### config.mk
export PLATFORM = sky130hd
export DESIGN_NAME = mem_subsystem
export DESIGN_NICKNAME = d
export VERILOG_FILES = /design/src/common/mem_pkg.sv /design/src/arbiter/cache_arbiter.sv /design/src/logic/cacheline_adapter.sv /design/src/logic/mem_subsystem.sv
export SDC_FILE = /design/constraint.sdc
export NUM_CORES = 1
export LEC_CHECK = 0
export BUFFER_PORTS_ARGS = -buffer_cell sky130_fd_sc_hd__clkbuf_2
export CAP_MARGIN = 20
export CELL_PAD_IN_SITES_DETAIL_PLACEMENT = 1
export CELL_PAD_IN_SITES_GLOBAL_PLACEMENT = 2
export CORE_AREA = 2 2 488 490
export DETAILED_ROUTE_END_ITERATION = 16
export DIE_AREA = 0 0 490 492
export PLACE_DENSITY_LB_ADDON = 0.1
export SLEW_MARGIN = 10
export SYNTH_ARGS = -nofsm -noshare
export SYNTH_HDL_FRONTEND = slang
export SYNTH_SLANG_ARGS = --single-unit
### constraint.sdc
create_clock -name clk -period 30.2 [get_ports clk]
set_clock_uncertainty 0.1 [all_clocks]
set_input_delay 0 -clock clk [delete_from_list [all_inputs] [get_ports clk]]
set_output_delay 0 -clock clk [all_outputs]
set_load 0.01 [all_outputs]
### src/common/mem_pkg.sv
package mem_pkg;

    // byte address width shared by caches, arbiter and burst memory
    localparam int ADDR_W = 32;

    // one cache line and one burst beat
    localparam int LINE_W = 256;
    localparam int BEAT_W = 64;
    localparam int BEATS = LINE_W / BEAT_W;

    // beat counter inside the adapter
    localparam int BEAT_CNT_W = $clog2(BEATS);
    localparam logic [BEAT_CNT_W-1:0] LAST_BEAT = BEAT_CNT_W'(BEATS - 1);

    // line request, from a cache or from the arbiter to the adapter
    typedef struct packed {
        logic [ADDR_W-1:0] addr;
        logic              read;
        logic              write;
        logic [LINE_W-1:0] wdata;
    } line_req_t;

    // line response, resp is a single-cycle pulse
    typedef struct packed {
        logic [LINE_W-1:0] rdata;
        logic              resp;
    } line_rsp_t;

    // command side of the burst memory
    typedef struct packed {
        logic [ADDR_W-1:0] addr;
        logic              read;
        logic              write;
        logic [BEAT_W-1:0] wdata;
    } bmem_req_t;

    // return side of the burst memory
    // rvalid is independent of ready
    typedef struct packed {
        logic [BEAT_W-1:0] rdata;
        logic              rvalid;
        logic              ready;
    } bmem_rsp_t;

endpackage : mem_pkg

### src/arbiter/cache_arbiter.sv
module cache_arbiter
(
    input  logic                clk,
    input  logic                rst,

    // instruction cache side, read only
    input  mem_pkg::line_req_t  i_icache_req,
    output mem_pkg::line_rsp_t  o_icache_rsp,

    // data cache side
    input  mem_pkg::line_req_t  i_dcache_req,
    output mem_pkg::line_rsp_t  o_dcache_rsp,

    // line port towards the cacheline adapter
    output mem_pkg::line_req_t  o_line_req,
    output logic                o_line_start,
    input  mem_pkg::line_rsp_t  i_line_rsp
);

    typedef enum logic [1:0] {
        ARB_IDLE,
        ARB_INST,
        ARB_DATA
    } arb_state_t;

    arb_state_t state_q;
    arb_state_t state_d;

    // granted request, held stable until the adapter is done
    mem_pkg::line_req_t req_q;
    mem_pkg::line_req_t req_d;

    logic start_q;
    logic start_d;

    logic icache_wait;
    logic dcache_wait;
    logic line_done;

    assign icache_wait = i_icache_req.read;
    assign dcache_wait = i_dcache_req.read | i_dcache_req.write;
    assign line_done = i_line_rsp.resp;

    // next grant
    // the owner still holds its request in the done cycle,
    // so only the other cache is looked at on completion
    always_comb
    begin
        state_d = state_q;
        req_d = req_q;
        start_d = 1'b0;

        case (state_q)
            ARB_IDLE:
            begin
                // data wins when both are waiting
                if (dcache_wait)
                begin
                    state_d = ARB_DATA;
                    req_d = i_dcache_req;
                    start_d = 1'b1;
                end
                else if (icache_wait)
                begin
                    state_d = ARB_INST;
                    req_d.addr = i_icache_req.addr;
                    req_d.read = 1'b1;
                    req_d.write = 1'b0;
                    req_d.wdata = '0;
                    start_d = 1'b1;
                end
            end

            ARB_INST:
            begin
                if (line_done)
                begin
                    if (dcache_wait)
                    begin
                        state_d = ARB_DATA;
                        req_d = i_dcache_req;
                        start_d = 1'b1;
                    end
                    else
                    begin
                        state_d = ARB_IDLE;
                    end
                end
            end

            ARB_DATA:
            begin
                if (line_done)
                begin
                    // an instruction miss that came in meanwhile goes next
                    if (icache_wait)
                    begin
                        state_d = ARB_INST;
                        req_d.addr = i_icache_req.addr;
                        req_d.read = 1'b1;
                        req_d.write = 1'b0;
                        req_d.wdata = '0;
                        start_d = 1'b1;
                    end
                    else
                    begin
                        state_d = ARB_IDLE;
                    end
                end
            end

            default:
            begin
                state_d = ARB_IDLE;
            end
        endcase
    end

    always_ff @(posedge clk)
    begin
        if (rst)
        begin
            state_q <= ARB_IDLE;
            start_q <= 1'b0;
        end
        else
        begin
            state_q <= state_d;
            start_q <= start_d;
        end
    end

    // request payload only changes on a grant
    always_ff @(posedge clk)
    begin
        req_q <= req_d;
    end

    assign o_line_req = req_q;
    assign o_line_start = start_q;

    // steer the done pulse and line to the owner, the other side sees zero
    always_comb
    begin
        o_icache_rsp = '0;
        o_dcache_rsp = '0;

        if (line_done)
        begin
            if (state_q == ARB_INST)
            begin
                o_icache_rsp.resp = 1'b1;
                o_icache_rsp.rdata = i_line_rsp.rdata;
            end
            else if (state_q == ARB_DATA)
            begin
                o_dcache_rsp.resp = 1'b1;
                o_dcache_rsp.rdata = i_line_rsp.rdata;
            end
        end
    end

endmodule : cache_arbiter

### src/logic/cacheline_adapter.sv
module cacheline_adapter
(
    input  logic                clk,
    input  logic                rst,

    // line port from the arbiter
    input  mem_pkg::line_req_t  i_line_req,
    input  logic                i_line_start,
    output mem_pkg::line_rsp_t  o_line_rsp,

    // burst memory port
    output mem_pkg::bmem_req_t  o_bmem_req,
    input  mem_pkg::bmem_rsp_t  i_bmem_rsp
);

    typedef enum logic [1:0] {
        AD_IDLE,
        AD_RD_CMD,
        AD_RD_BEATS,
        AD_WR_BEATS
    } ad_state_t;

    ad_state_t state_q;

    logic [mem_pkg::BEAT_CNT_W-1:0] beat_q;
    logic done_q;

    logic [mem_pkg::ADDR_W-1:0] addr_q;

    // holds the write line while it is sent, or gathers the read line
    logic [mem_pkg::LINE_W-1:0] line_q;

    logic take_line;
    logic rd_beat;
    logic wr_beat;
    logic last_beat;

    assign take_line = (state_q == AD_IDLE) && i_line_start;
    assign rd_beat = (state_q == AD_RD_BEATS) && i_bmem_rsp.rvalid;
    assign wr_beat = (state_q == AD_WR_BEATS) && i_bmem_rsp.ready;
    assign last_beat = (beat_q == mem_pkg::LAST_BEAT);

    always_ff @(posedge clk)
    begin
        if (rst)
        begin
            state_q <= AD_IDLE;
            beat_q <= '0;
            done_q <= 1'b0;
        end
        else
        begin
            done_q <= 1'b0;

            case (state_q)
                AD_IDLE:
                begin
                    beat_q <= '0;
                    if (i_line_start && i_line_req.write)
                    begin
                        state_q <= AD_WR_BEATS;
                    end
                    else if (i_line_start && i_line_req.read)
                    begin
                        state_q <= AD_RD_CMD;
                    end
                end

                // a read is one command cycle, held until ready
                AD_RD_CMD:
                begin
                    if (i_bmem_rsp.ready)
                    begin
                        state_q <= AD_RD_BEATS;
                    end
                end

                AD_RD_BEATS:
                begin
                    if (rd_beat)
                    begin
                        beat_q <= beat_q + 1'b1;
                        if (last_beat)
                        begin
                            state_q <= AD_IDLE;
                            done_q <= 1'b1;
                        end
                    end
                end

                // counter only moves on an accepted beat
                AD_WR_BEATS:
                begin
                    if (wr_beat)
                    begin
                        beat_q <= beat_q + 1'b1;
                        if (last_beat)
                        begin
                            state_q <= AD_IDLE;
                            done_q <= 1'b1;
                        end
                    end
                end

                default:
                begin
                    state_q <= AD_IDLE;
                end
            endcase
        end
    end

    // both directions shift towards the low end, beat 0 first
    always_ff @(posedge clk)
    begin
        if (take_line)
        begin
            addr_q <= i_line_req.addr;
            line_q <= i_line_req.wdata;
        end
        else if (rd_beat)
        begin
            line_q <= {i_bmem_rsp.rdata, line_q[mem_pkg::LINE_W-1:mem_pkg::BEAT_W]};
        end
        else if (wr_beat)
        begin
            // rotate so the next beat lands in the low bits
            line_q <= {line_q[mem_pkg::BEAT_W-1:0], line_q[mem_pkg::LINE_W-1:mem_pkg::BEAT_W]};
        end
    end

    assign o_bmem_req.addr = addr_q;
    assign o_bmem_req.read = (state_q == AD_RD_CMD);
    assign o_bmem_req.write = (state_q == AD_WR_BEATS);
    assign o_bmem_req.wdata = line_q[mem_pkg::BEAT_W-1:0];

    assign o_line_rsp.resp = done_q;
    assign o_line_rsp.rdata = line_q;

endmodule : cacheline_adapter

### src/logic/mem_subsystem.sv
module mem_subsystem
(
    input  logic                clk,
    input  logic                rst,

    // cache miss ports
    input  mem_pkg::line_req_t  i_icache_req,
    output mem_pkg::line_rsp_t  o_icache_rsp,
    input  mem_pkg::line_req_t  i_dcache_req,
    output mem_pkg::line_rsp_t  o_dcache_rsp,

    // burst memory
    output mem_pkg::bmem_req_t  o_bmem_req,
    input  mem_pkg::bmem_rsp_t  i_bmem_rsp
);

    // one line in flight between arbiter and adapter
    mem_pkg::line_req_t line_req;
    mem_pkg::line_rsp_t line_rsp;
    logic line_start;

    cache_arbiter arbiter_i
    (
        .clk          (clk),
        .rst          (rst),
        .i_icache_req (i_icache_req),
        .o_icache_rsp (o_icache_rsp),
        .i_dcache_req (i_dcache_req),
        .o_dcache_rsp (o_dcache_rsp),
        .o_line_req   (line_req),
        .o_line_start (line_start),
        .i_line_rsp   (line_rsp)
    );

    cacheline_adapter adapter_i
    (
        .clk          (clk),
        .rst          (rst),
        .i_line_req   (line_req),
        .i_line_start (line_start),
        .o_line_rsp   (line_rsp),
        .o_bmem_req   (o_bmem_req),
        .i_bmem_rsp   (i_bmem_rsp)
    );

endmodule : mem_subsystem

Word-level counts from Yosys, hierarchy flattened --
Index checks and enable logic that the tools add are counted.
Cells by class: add/sub/neg operators 1, $mul 0, div/mod/pow operators 0, $lt $le $gt $ge 0, eq/ne operators 14, shift-type cells 0, muxes and demuxes 41, bitwise gates (word level) 1, reduce and logical (&&, ||, !) cells 14
Operators by type and width (count):
- $mux 290 | 5
- $mux 257 | 5
- $pmux 290 s3 | 1
- $mux 256 | 3
- $mux 2 | 13
- $ne 2x1->1 const B | 6
- $pmux 2 s3 | 2
- $mux 1 | 9
- $reduce_bool 3->1 | 3
- $eq 2x2->1 const B | 4
- $pmux 2 s4 | 1
- $reduce_and 4->1 | 2
- $reduce_and 3->1 | 2
- $logic_and 1x1->1 | 5
- $eq 2x1->1 const B | 2
- $logic_not 2->1 | 2
- $ne 3x2->1 const B | 1
- $ne 3x3->1 const B | 1
- $pmux 1 s3 | 1
- $add 2x1->2 const B | 1
- $pmux 1 s2 | 1
- $or 1x1->1 | 1
Storage, ports and cells: register bits after elaboration 586, bits in latches 0, memory bits (writable) 0, bits in read-only memories 0, input port bits 648, output and inout port bits 612, word-level logic and storage cells 82, memories kept 0

Longest topological paths before layout --
Gate-level depths: netlist of the first run.
word-level depth 5, depth in mapped cells 8, mapped depth without buffers 5

Cells and area by module --
From an unflattened synthesis of the first run, not the netlist that was laid out.
Unflattened totals: cells, all modules 2638, area total of the unflattened synthesis 29139.2 µm²
Modules (own cells, without submodules):
- cache_arbiter | times used 1, cells an instance 1344, area each 16011.6 µm², sequential area each 8768.4 µm²
- cacheline_adapter | times used 1, cells an instance 1294, area each 13127.6 µm², sequential area each 8748.4 µm²

Worst setup path before layout of the first run --
OpenSTA, ideal clock, no wires.
path kind register to register, start register arbiter_i.state_q[1], end register arbiter_i.req_q (netlist bit arbiter_i.o_line_req[0]) (enable), setup time 1.368 ns, arrival time 22.102 ns, data required time 28.732 ns, slack 6.630 ns, stages on the path, launching flop included 6, path buffers 1, clock period less this slack 23.570 ns, cells stage by stage dfxtp_1 > inv_1 > ha_1 > clkbuf_1 > o21ba_2 > a211oi_1
On the way: longest elaborated chain between the ends 3, elaborated cells on any way between the ends 8, classes of those cells 5 x eq/ne; 3 x reduce/logical
RTL lines:
- start: declaration | line cache_arbiter.sv:26 | arb_state_t state_q;
- start signal: assignment | line cache_arbiter.sv:128 | state_q <= state_d;
- $eq 2x1->1, or another cell as far along | line cache_arbiter.sv:53 | case (state_q)
- $ne 2x1->1 (no source line) or $reduce_bool 3->1 (tied branches)
- $reduce_and 4->1 (no source line) *
- end signal: assignment | line cache_arbiter.sv:136 | req_q <= req_d;
- end: declaration | line cache_arbiter.sv:30 | mem_pkg::line_req_t req_q;
Every way passes the cells marked *; elsewhere a longest branch is shown, timed or not. A chain may end at the register's enable or synchronous reset.

Final worst setup path of the first run --
start register adapter_i.state_q[1], end register adapter_i.line_q[91] (netlist name), data pin
On the way: longest elaborated chain between the ends 4, elaborated cells on any way between the ends 6, classes of those cells 1 x eq/ne; 2 x mux; 3 x reduce/logical
RTL lines:
- start: declaration | line cacheline_adapter.sv:23 | ad_state_t state_q;
- start signal: assignment | line cacheline_adapter.sv:47 | state_q <= AD_IDLE;
- start signal: assignment | line cacheline_adapter.sv:61 | state_q <= AD_WR_BEATS;
- start signal: assignment | line cacheline_adapter.sv:65 | state_q <= AD_RD_CMD;
- $eq 2x2->1 | line cacheline_adapter.sv:39 | assign rd_beat = (state_q == AD_RD_BEATS) && i_bmem_rsp.rvalid;
- $logic_and 1x1->1 | line cacheline_adapter.sv:39
- $mux 256 | line cacheline_adapter.sv:121 | else if (rd_beat)
- $mux 256 * | line cacheline_adapter.sv:116 | if (take_line)
- end signal: assignment | line cacheline_adapter.sv:119 | line_q <= i_line_req.wdata;
- end signal: assignment | line cacheline_adapter.sv:123 | line_q <= {i_bmem_rsp.rdata, line_q[mem_pkg::LINE_W-1:mem_pkg::BEAT_W]};
- end signal: assignment | line cacheline_adapter.sv:128 | line_q <= {line_q[mem_pkg::BEAT_W-1:0], line_q[mem_pkg::LINE_W-1:mem_pkg::BEAT_W]};
- end: declaration | line cacheline_adapter.sv:31 | logic [mem_pkg::LINE_W-1:0] line_q;
Marked as above.

==> report_table.html, run 1 <==
<table>
<tr><th>Metric</th><th>Value</th></tr>
<tr><th colspan="2">Run status</th></tr>
<tr><td>Status</td><td>complete, no violations</td></tr>
<tr><th colspan="2">Cells and area</th></tr>
<tr><td>Relative area change from synthesis to final layout</td><td>54.9%</td></tr>
<tr><td>Layout Utilization</td><td>0.190</td></tr>
<tr><td>Share of post-route cells with drive strength above 1</td><td>0.379</td></tr>
<tr><td>Non-filler cells in the finished layout</td><td>roughly 7k</td></tr>
<tr><td>Count of nets after finishing</td><td>4198</td></tr>
<tr><th colspan="2">Synth</th></tr>
<tr><td>Compound-gate portion of the synthesized area</td><td>0.104</td></tr>
<tr><td>Most instantiated flip-flop cell in the synthesis netlist</td><td>sky130_fd_sc_hd__edfxtp_1</td></tr>
<tr><td>Most frequent cell after synthesis</td><td>sky130_fd_sc_hd__edfxtp_1</td></tr>
<tr><td>Count of different cell masters after synthesis</td><td>43</td></tr>
<tr><td>Number of synthesized register bits</td><td>586</td></tr>
<tr><td>Synth Cell Area</td><td>0.0290 mm^2</td></tr>
<tr><td>Number of flops mapped to enable cells by yosys</td><td>578</td></tr>
<tr><td>Adder and majority gate portion of the synthesized area</td><td>0.00216</td></tr>
<tr><td>Share of the yosys chip area belonging to registers</td><td>0.604</td></tr>
<tr><td>Number of warnings issued by yosys</td><td>0</td></tr>
<tr><td>Synth async-reset ratio</td><td>0</td></tr>
<tr><td>Mean area per synthesized cell</td><td>13.4 um^2</td></tr>
<tr><td>Proportion of synthesized area in mux cells</td><td>0.108</td></tr>
<tr><td>Gate Count Post-Synth</td><td>2160</td></tr>
<tr><td>Fraction of synthesized cell area in xor and xnor cells</td><td>0.000302</td></tr>
<tr><td>Cell types occupying the most area after synthesis</td><td>sky130_fd_sc_hd__edfxtp_1, sky130_fd_sc_hd__and3_1, sky130_fd_sc_hd__a22o_1, sky130_fd_sc_hd__mux2_2, sky130_fd_sc_hd__mux2i_1</td></tr>
<tr><td>Net count after synthesis</td><td>2813</td></tr>
<tr><td>Leading area contributor after synthesis</td><td>sky130_fd_sc_hd__edfxtp_1</td></tr>
<tr><td>Synth Area in Simple Gates</td><td>0.125</td></tr>
<tr><td>Dominant combinational cell family by area after synthesis</td><td>simple AND/OR/NAND/NOR gates</td></tr>
<tr><td>Most common library cells after synthesis</td><td>sky130_fd_sc_hd__edfxtp_1, sky130_fd_sc_hd__and3_1, sky130_fd_sc_hd__a22o_1</td></tr>
<tr><td>Yosys top cell area share</td><td>0.599</td></tr>
<tr><th colspan="2">Job</th></tr>
<tr><td># Max-Cap Violations</td><td>0</td></tr>
<tr><th colspan="2">Floorplanning</th></tr>
<tr><td>Floorplan die width</td><td>490 um</td></tr>
<tr><td>Core ar.</td><td>between 0.2 and 0.25 mm^2</td></tr>
<tr><td>Row count</td><td>179</td></tr>
<tr><td>Floorplan die height</td><td>492 um</td></tr>
<tr><td>Initial standard-cell utilization of the core</td><td>0.123</td></tr>
<tr><td>I/O pin count</td><td>about 1.3k</td></tr>
<tr><td>Die area</td><td>0.241 mm^2</td></tr>
<tr><th colspan="2">Routing</th></tr>
<tr><td>First-pass iteration count of the detailed router</td><td>5</td></tr>
<tr><td>Number of DRC markers in iteration 0</td><td>1349</td></tr>
<tr><td>Avg Vias per Cell</td><td>3.65</td></tr>
<tr><td>Total via count after detailed routing</td><td>about 25k</td></tr>
<tr><td>Average wire length per cell after detail routing</td><td>26.5 um</td></tr>
<tr><td>Total routed wirelength</td><td>around 180 mm</td></tr>
<tr><td>Routed Antenna Nets</td><td>0</td></tr>
<tr><td>DRC errors left</td><td>0</td></tr>
<tr><th colspan="2">Placement</th></tr>
<tr><td>Port buffer count</td><td>about 1k</td></tr>
<tr><td>DP Wirelength</td><td>130 mm</td></tr>
<tr><td>Cell count after placement</td><td>between 6k and 7k</td></tr>
<tr><td>Final weighted congestion of routability-driven global placement</td><td>0.735</td></tr>
<tr><th colspan="2">Global routing</th></tr>
<tr><td>Global-route wire length before repair</td><td>243 mm</td></tr>
<tr><td>Antenna violations before repair</td><td>57</td></tr>
<tr><td>Overall track demand over capacity in global routing</td><td>0.145</td></tr>
<tr><td>Maximum number of pins on one net before global-route repair</td><td>between 100 and 150</td></tr>
<tr><td>Vias in the first global route</td><td>26.4k</td></tr>
<tr><td>Global route overflow</td><td>0</td></tr>
<tr><th colspan="2">Hold path</th></tr>
<tr><td>Worst hold path class</td><td>in -&gt; reg</td></tr>
<tr><td>Min-Delay Path Depth</td><td>3</td></tr>
<tr><th colspan="2">Setup path</th></tr>
<tr><td>Setup crit end kind</td><td>flop</td></tr>
<tr><td>Cell with the biggest individual delay on the critical path</td><td>sky130_fd_sc_hd__buf_4</td></tr>
<tr><td>Kind of start point of the critical path</td><td>flop</td></tr>
<tr><td>Data required time at the worst endpoint</td><td>30.53 ns</td></tr>
<tr><td>Largest fanout of any net on the critical path</td><td>59</td></tr>
<tr><td>Worst R2R Path Depth</td><td>7</td></tr>
<tr><td>Arrival @ worst endpoint</td><td>about 5.5 ns</td></tr>
<tr><td>Worst path most repeated cell</td><td>sky130_fd_sc_hd__buf_4</td></tr>
<tr><td>Worst stage delay on the critical path</td><td>0.77 ns</td></tr>
<tr><td>Class of the most critical setup path</td><td>reg -&gt; reg</td></tr>
<tr><td>Cell chain of the critical path</td><td>nor3b_4 &gt; buf_4 &gt; buf_4 &gt; buf_4 &gt; buf_4 &gt; buf_4 &gt; mux2_2</td></tr>
<tr><th colspan="2">Timing</th></tr>
<tr><td>Rel. slew slack</td><td>0.255</td></tr>
<tr><td>Unrepaired setup endpoints after global routing</td><td>no</td></tr>
<tr><td>Clock period minus worst slack</td><td>5.12 ns</td></tr>
<tr><td>Final Max Tran Viols</td><td>0</td></tr>
<tr><td>Final number of setup-violating endpoints</td><td>0</td></tr>
<tr><td>Crit share post-route</td><td>0.169</td></tr>
<tr><td>Fmax</td><td>195 MHz</td></tr>
<tr><td>Transition time of the tightest slew-check pin</td><td>1.12 ns</td></tr>
<tr><td>Post-Route Setup TNS</td><td>0 ns</td></tr>
<tr><td>Number of hold violations in the final report</td><td>0</td></tr>
<tr><th colspan="2">Clocking</th></tr>
<tr><td>Clock transition at the registers of the reported paths</td><td>about 0.060 ns</td></tr>
<tr><td>Number of buffers inserted for hold repair after clock tree synthesis</td><td>539</td></tr>
<tr><td>Post-CTS Setup Inserts</td><td>0</td></tr>
<tr><td>Total clock buffers created by CTS</td><td>88</td></tr>
<tr><td>Number of buffers on the longest clock path</td><td>3</td></tr>
<tr><td>Clock Sinks</td><td>586</td></tr>
<tr><td>Number of cells upsized or downsized after cts</td><td>0</td></tr>
<tr><td>Clock tree from TritonCTS</td><td>yes</td></tr>
<tr><td>H-Tree Depth</td><td>3</td></tr>
<tr><td>Source-to-sink clock delay at the later pin of the worst-skew pair</td><td>0.71 ns</td></tr>
<tr><td>Clock tree root driver cell</td><td>sky130_fd_sc_hd__clkbuf_16</td></tr>
<tr><th colspan="2">Power and ir drop</th></tr>
<tr><td>Overall Power</td><td>3.95 mW</td></tr>
<tr><td>Worst VDD drop</td><td>0.0847 mV</td></tr>
<tr><td>Leakage power</td><td>20.0 nW</td></tr>
<tr><td>Pwr/cell area</td><td>87.9 mW/mm^2</td></tr>
</table>
==> worst max-delay path: cells and delay by family, from the launching register on <==
| family | cells | cell delay, ns |
|---|---|---|
| AND/OR/NAND/NOR | 1 | 0.26 |
| multiplexers | 1 | 0.40 |
| flip-flops | 1 | 0.43 |
| buffers and inverters | 5 | 3.33 |
==> per-stage QoR <==
step	hold slack (ns)	setup WS (ns)	instance area [um^2]
detailed placement	0.184	24.88	36800
floorplan	0.0602	6.63	29000
finish	0.0865	25.08	44900
global route	0.0441	24.64	44900
global placement	0.181	24.87	36800
CTS	0.000376	24.81	44800
==> power breakdown <==
group,switching [mW],total (mW),internal [mW]
logic,0.632,1.06,0.431
registers,0.415,1.90,1.48
clock network,0.437,0.987,0.549
==> flip-flops by register name, summed over array words and instances (netlist names) <==
| register | count |
|---|---|
| arbiter_i.o_line_start | 1 |
| arbiter_i.state_q | 2 |
| adapter_i.addr_q | 32 |
| adapter_i.state_q | 2 |
| adapter_i.line_q | 256 |
| adapter_i.done_q | 1 |
| adapter_i.beat_q | 2 |
| arbiter_i.o_line_req | 290 |
==> per-layer routing <==
metal  routed length (um)  track usage  vias up  part of all wire
li1                     -            -    11200                 -
met2                80200        0.225      852              0.44
met1                83900        0.193    12600              0.46
met5                  166            0        -           0.00092
met4                 4290       0.0391       26             0.024
met3                12300       0.0440      184             0.068
==> cell usage in the layout, fill, tap and decap left out, types with 41 or more instances in the layout <==
master                          count
sky130_fd_sc_hd__clkbuf_2        1002
sky130_fd_sc_hd__and3_1           513
sky130_fd_sc_hd__nand2_1           68
sky130_fd_sc_hd__buf_4             42
sky130_fd_sc_hd__dlygate4sd3_1    539
sky130_fd_sc_hd__diode_2           41
sky130_fd_sc_hd__mux2_2           194
sky130_fd_sc_hd__mux2i_1           96
sky130_fd_sc_hd__clkbuf_16         89
sky130_fd_sc_hd__a22o_1           257
sky130_fd_sc_hd__o21ai_0           70
sky130_fd_sc_hd__edfxtp_1         578
==> layout make-up <==
class,instances,area (um^2)
diodes,41,103
clock buffers,111,2310
clock inverters,47,300
fillers,26900,191000
inverters,4,22.5
multi-input cells,1279,9910
flip-flops and latches,586,17500
well taps,3167,3960
repair buffers,1586,10800
==> worst paths after layout <==
check / to / slack, ns / start
worst min-delay path: arbiter_i.o_line_req[97] / 0.09 / i_dcache_req[97]
worst min register to register: adapter_i.addr_q[31] / 0.36 / arbiter_i.o_line_req[289]
worst max register to register: adapter_i.line_q[91] / 25.08 / adapter_i.state_q[1]
worst max-delay path: adapter_i.line_q[91] / 25.08 / adapter_i.state_q[1]
==> kinds of logic after synthesis <==
family | Yosys count
XOR/XNOR | 1
buffers and inverters | 295
AO/OA/AOI/OAI | 376
flip-flops | 586
multiplexers | 290
AND/OR/NAND/NOR | 607
adder cells (fa/ha/maj) | 5
Power figures use the tool's default switching activity.
==> inputs of run 2 (changes only) <==
CORE_AREA = 2 2 485 487   (was 2 2 488 490)
DIE_AREA = 0 0 487 489   (was 0 0 490 492)
clock period = 4.3 ns   (was 30.2 ns; I/O delays follow)
==> run 2 against run 1 <==
Utilization rose by 0.50 points; critical endpoint is now arbiter_i.o_line_req[265]; clock power rose to 7.1 times the previous value; largest cell class unchanged; critical path depth rose by 1; highest routed layer unchanged.
==> report_table.html, run 2 (synthesis gave the netlist of run 1 again) <==
<table>
<tr><th>Metric</th><th>Value</th></tr>
<tr><th colspan="2">Run status</th></tr>
<tr><td>Status</td><td>complete, no violations</td></tr>
<tr><th colspan="2">Power and ir drop</th></tr>
<tr><td>Combinational power share</td><td>0.276</td></tr>
<tr><td>Internal power</td><td>around 18 mW</td></tr>
<tr><td>Register share of total power</td><td>0.473</td></tr>
<tr><td>Net switching share of the total power</td><td>0.371</td></tr>
<tr><td>Worst VDD drop</td><td>0.383 mV</td></tr>
<tr><td>Power dissipated by switching net loads</td><td>between 10 and 15 mW</td></tr>
<tr><td>Leakage power</td><td>20.4 nW</td></tr>
<tr><td>Clock share of power</td><td>0.251</td></tr>
<tr><td>Pwr/cell area</td><td>616 mW/mm^2</td></tr>
<tr><td>Overall Power</td><td>28.1 mW</td></tr>
<tr><th colspan="2">Clocking</th></tr>
<tr><td>Clock tree from TritonCTS</td><td>yes</td></tr>
<tr><td>Total clock buffers created by CTS</td><td>84</td></tr>
<tr><td>Clock transition at the registers of the reported paths</td><td>0.06 ns</td></tr>
<tr><td>Source-to-sink clock delay at the later pin of the worst-skew pair</td><td>0.71 ns</td></tr>
<tr><td>Post-CTS Setup Inserts</td><td>0</td></tr>
<tr><td>Number of buffers on the longest clock path</td><td>3</td></tr>
<tr><td>Clock Sinks</td><td>586</td></tr>
<tr><td>Clock tree root driver cell</td><td>sky130_fd_sc_hd__clkbuf_16</td></tr>
<tr><td>H-Tree Depth</td><td>3</td></tr>
<tr><th colspan="2">Cells and area</th></tr>
<tr><td>Share of post-route cells with drive strength above 1</td><td>0.377</td></tr>
<tr><td>Final Instance Area</td><td>0.0456 mm^2</td></tr>
<tr><td>Most used cells in the layout excluding fill and tap cells</td><td>sky130_fd_sc_hd__clkbuf_2, sky130_fd_sc_hd__dlygate4sd3_1, sky130_fd_sc_hd__edfxtp_1, sky130_fd_sc_hd__and3_1, sky130_fd_sc_hd__a22o_1</td></tr>
<tr><td>Area of combinational cells with multiple inputs</td><td>0.00992 mm^2</td></tr>
<tr><td>Count of nets after finishing</td><td>4249</td></tr>
<tr><td>Relative area change from synthesis to final layout</td><td>57.2%</td></tr>
<tr><td>Number of filler cells placed in the layout</td><td>26.5k</td></tr>
<tr><td>Non-filler cells in the finished layout</td><td>6759</td></tr>
<tr><td>Layout Utilization</td><td>0.195</td></tr>
<tr><td>Most common cell after layout, fill and taps aside</td><td>sky130_fd_sc_hd__clkbuf_2</td></tr>
<tr><td>Max reg flops</td><td>290</td></tr>
<tr><td>Register area</td><td>0.0175 mm^2</td></tr>
<tr><th colspan="2">Timing</th></tr>
<tr><td>Minimum hold slack</td><td>between 0.07 and 0.08 ns</td></tr>
<tr><td>Final number of setup-violating endpoints</td><td>0</td></tr>
<tr><td>Post-Route Setup TNS</td><td>0 ns</td></tr>
<tr><td>Unrepaired setup endpoints after global routing</td><td>no</td></tr>
<tr><td>Clock period minus worst slack</td><td>3.37 ns</td></tr>
<tr><td>Final Max Tran Viols</td><td>0</td></tr>
<tr><td>Fmax</td><td>297 MHz</td></tr>
<tr><td>Setup ws final</td><td>0.929 ns</td></tr>
<tr><td>Transition time of the tightest slew-check pin</td><td>roughly 1.4 ns</td></tr>
<tr><td>Rel. slew slack</td><td>0.0667</td></tr>
<tr><td>Number of hold violations in the final report</td><td>0</td></tr>
<tr><td>Crit share post-route</td><td>0.784</td></tr>
<tr><th colspan="2">Floorplanning</th></tr>
<tr><td>Initial standard-cell utilization of the core</td><td>0.124</td></tr>
<tr><td>Die area</td><td>0.238 mm^2</td></tr>
<tr><td>Row count</td><td>approximately 180</td></tr>
<tr><td>Core ar.</td><td>0.234 mm^2</td></tr>
<tr><td>Floorplan die height</td><td>489 um</td></tr>
<tr><td>I/O pin count</td><td>1260</td></tr>
<tr><td>Floorplan die width</td><td>487 um</td></tr>
<tr><th colspan="2">Placement</th></tr>
<tr><td>Post-Place Worst Slack</td><td>1.22 ns</td></tr>
<tr><td>Final weighted congestion of routability-driven global placement</td><td>0.719</td></tr>
<tr><td>DP Wirelength</td><td>127 mm</td></tr>
<tr><td>Post-Place Cell Area</td><td>0.0370 mm^2</td></tr>
<tr><td>Cell count after placement</td><td>~6.0k</td></tr>
<tr><td>Port buffer count</td><td>1002</td></tr>
<tr><th colspan="2">Global routing</th></tr>
<tr><td>Antenna violations before repair</td><td>60</td></tr>
<tr><td>Global-route wire length before repair</td><td>237 mm</td></tr>
<tr><td>Vias in the first global route</td><td>26.4k</td></tr>
<tr><td>Global route overflow</td><td>0</td></tr>
<tr><td>Maximum number of pins on one net before global-route repair</td><td>164</td></tr>
<tr><td>Overall track demand over capacity in global routing</td><td>0.142</td></tr>
<tr><th colspan="2">Setup path</th></tr>
<tr><td>Largest fanout of any net on the critical path</td><td>approximately 110</td></tr>
<tr><td>Kind of start point of the critical path</td><td>flop</td></tr>
<tr><td>Setup crit end kind</td><td>flop</td></tr>
<tr><td>Class of the most critical setup path</td><td>reg -&gt; reg</td></tr>
<tr><td>Arrival @ worst endpoint</td><td>3.84 ns</td></tr>
<tr><td>Data required time at the worst endpoint</td><td>4.77 ns</td></tr>
<tr><th colspan="2">Routing</th></tr>
<tr><td>First-pass iteration count of the detailed router</td><td>5</td></tr>
<tr><td>Average wire length per cell after detail routing</td><td>26.1 um</td></tr>
<tr><td>Total routed wirelength</td><td>177 mm</td></tr>
<tr><td>Routed Antenna Nets</td><td>0</td></tr>
<tr><td>DRC errors left</td><td>0</td></tr>
<tr><td>Avg Vias per Cell</td><td>3.69</td></tr>
<tr><td>Number of DRC markers in iteration 0</td><td>1300</td></tr>
<tr><td>Total via count after detailed routing</td><td>25.0k</td></tr>
<tr><th colspan="2">Hold path</th></tr>
<tr><td>Worst hold path class</td><td>in -&gt; reg</td></tr>
<tr><th colspan="2">Job</th></tr>
<tr><td># Max-Cap Violations</td><td>0</td></tr>
</table>
==> run 2: power groups by stage <==
stage                     registers (mW)  clock network (mW)  logic, mW
after detailed placement            13.5                   0       7.28
after CTS                           13.5                7.39       8.03
after floorplan                     11.6                   0       4.67
after global routing                13.7                7.55       8.51
after global placement              13.6                   0       7.26
final                               13.3                7.05       7.74
==> run 2: worst max-delay path: stages (launching register included) <==
cell and delay (ns):
sky130_fd_sc_hd__dfxtp_2 0.38, sky130_fd_sc_hd__inv_1 0.08, sky130_fd_sc_hd__ha_1 0.47, sky130_fd_sc_hd__nor3_1 0.17, sky130_fd_sc_hd__a21oi_4 0.55, sky130_fd_sc_hd__buf_12 0.37
sky130_fd_sc_hd__buf_4 0.37, sky130_fd_sc_hd__o2bb2ai_1 0.14, sky130_fd_sc_hd__dlygate4sd3_1 0.57
==> run 2: cell type report <==
| cell class | count | share of cell area |
|---|---|---|
| Antenna cell | 38 | 0.00209 |
| Clock buffer | 104 | 0.0482 |
| Clock inverter | 47 | 0.0109 |
| Inverter | 4 | 0.000494 |
| Multi-Input combinational cell | 1279 | 0.218 |
| Sequential cell | 586 | 0.384 |
| Tap cell | 3060 | 0.0840 |
| Timing Repair Buffer | 1641 | 0.252 |
==> run 2: what timing repair did <==
item                                    CTS  global route
endpoints found under the setup margin    0             0
hold endpoints to repair                362             0
hold buffers                            582             0
gates resized for setup                   0             0
==> run 2: path summary, 6_finish.rpt <==
kind	start	end	slack, ns	cells past startpoint
worst max-delay path	arbiter_i.state_q[0]	arbiter_i.o_line_req[265]	0.93	8
worst min-delay path	i_dcache_req[211]	arbiter_i.o_line_req[211]	0.08	3
worst max register to register	arbiter_i.state_q[0]	arbiter_i.o_line_req[265]	0.93	8
worst min register to register	arbiter_i.o_line_req[272]	adapter_i.addr_q[14]	0.35	0
==> run 2: routing by layer <==
layer  track usage  wire length (um)
met2         0.224             79300
met3        0.0387             11900
met5             0               173
met4        0.0313              3000
met1         0.193             82200
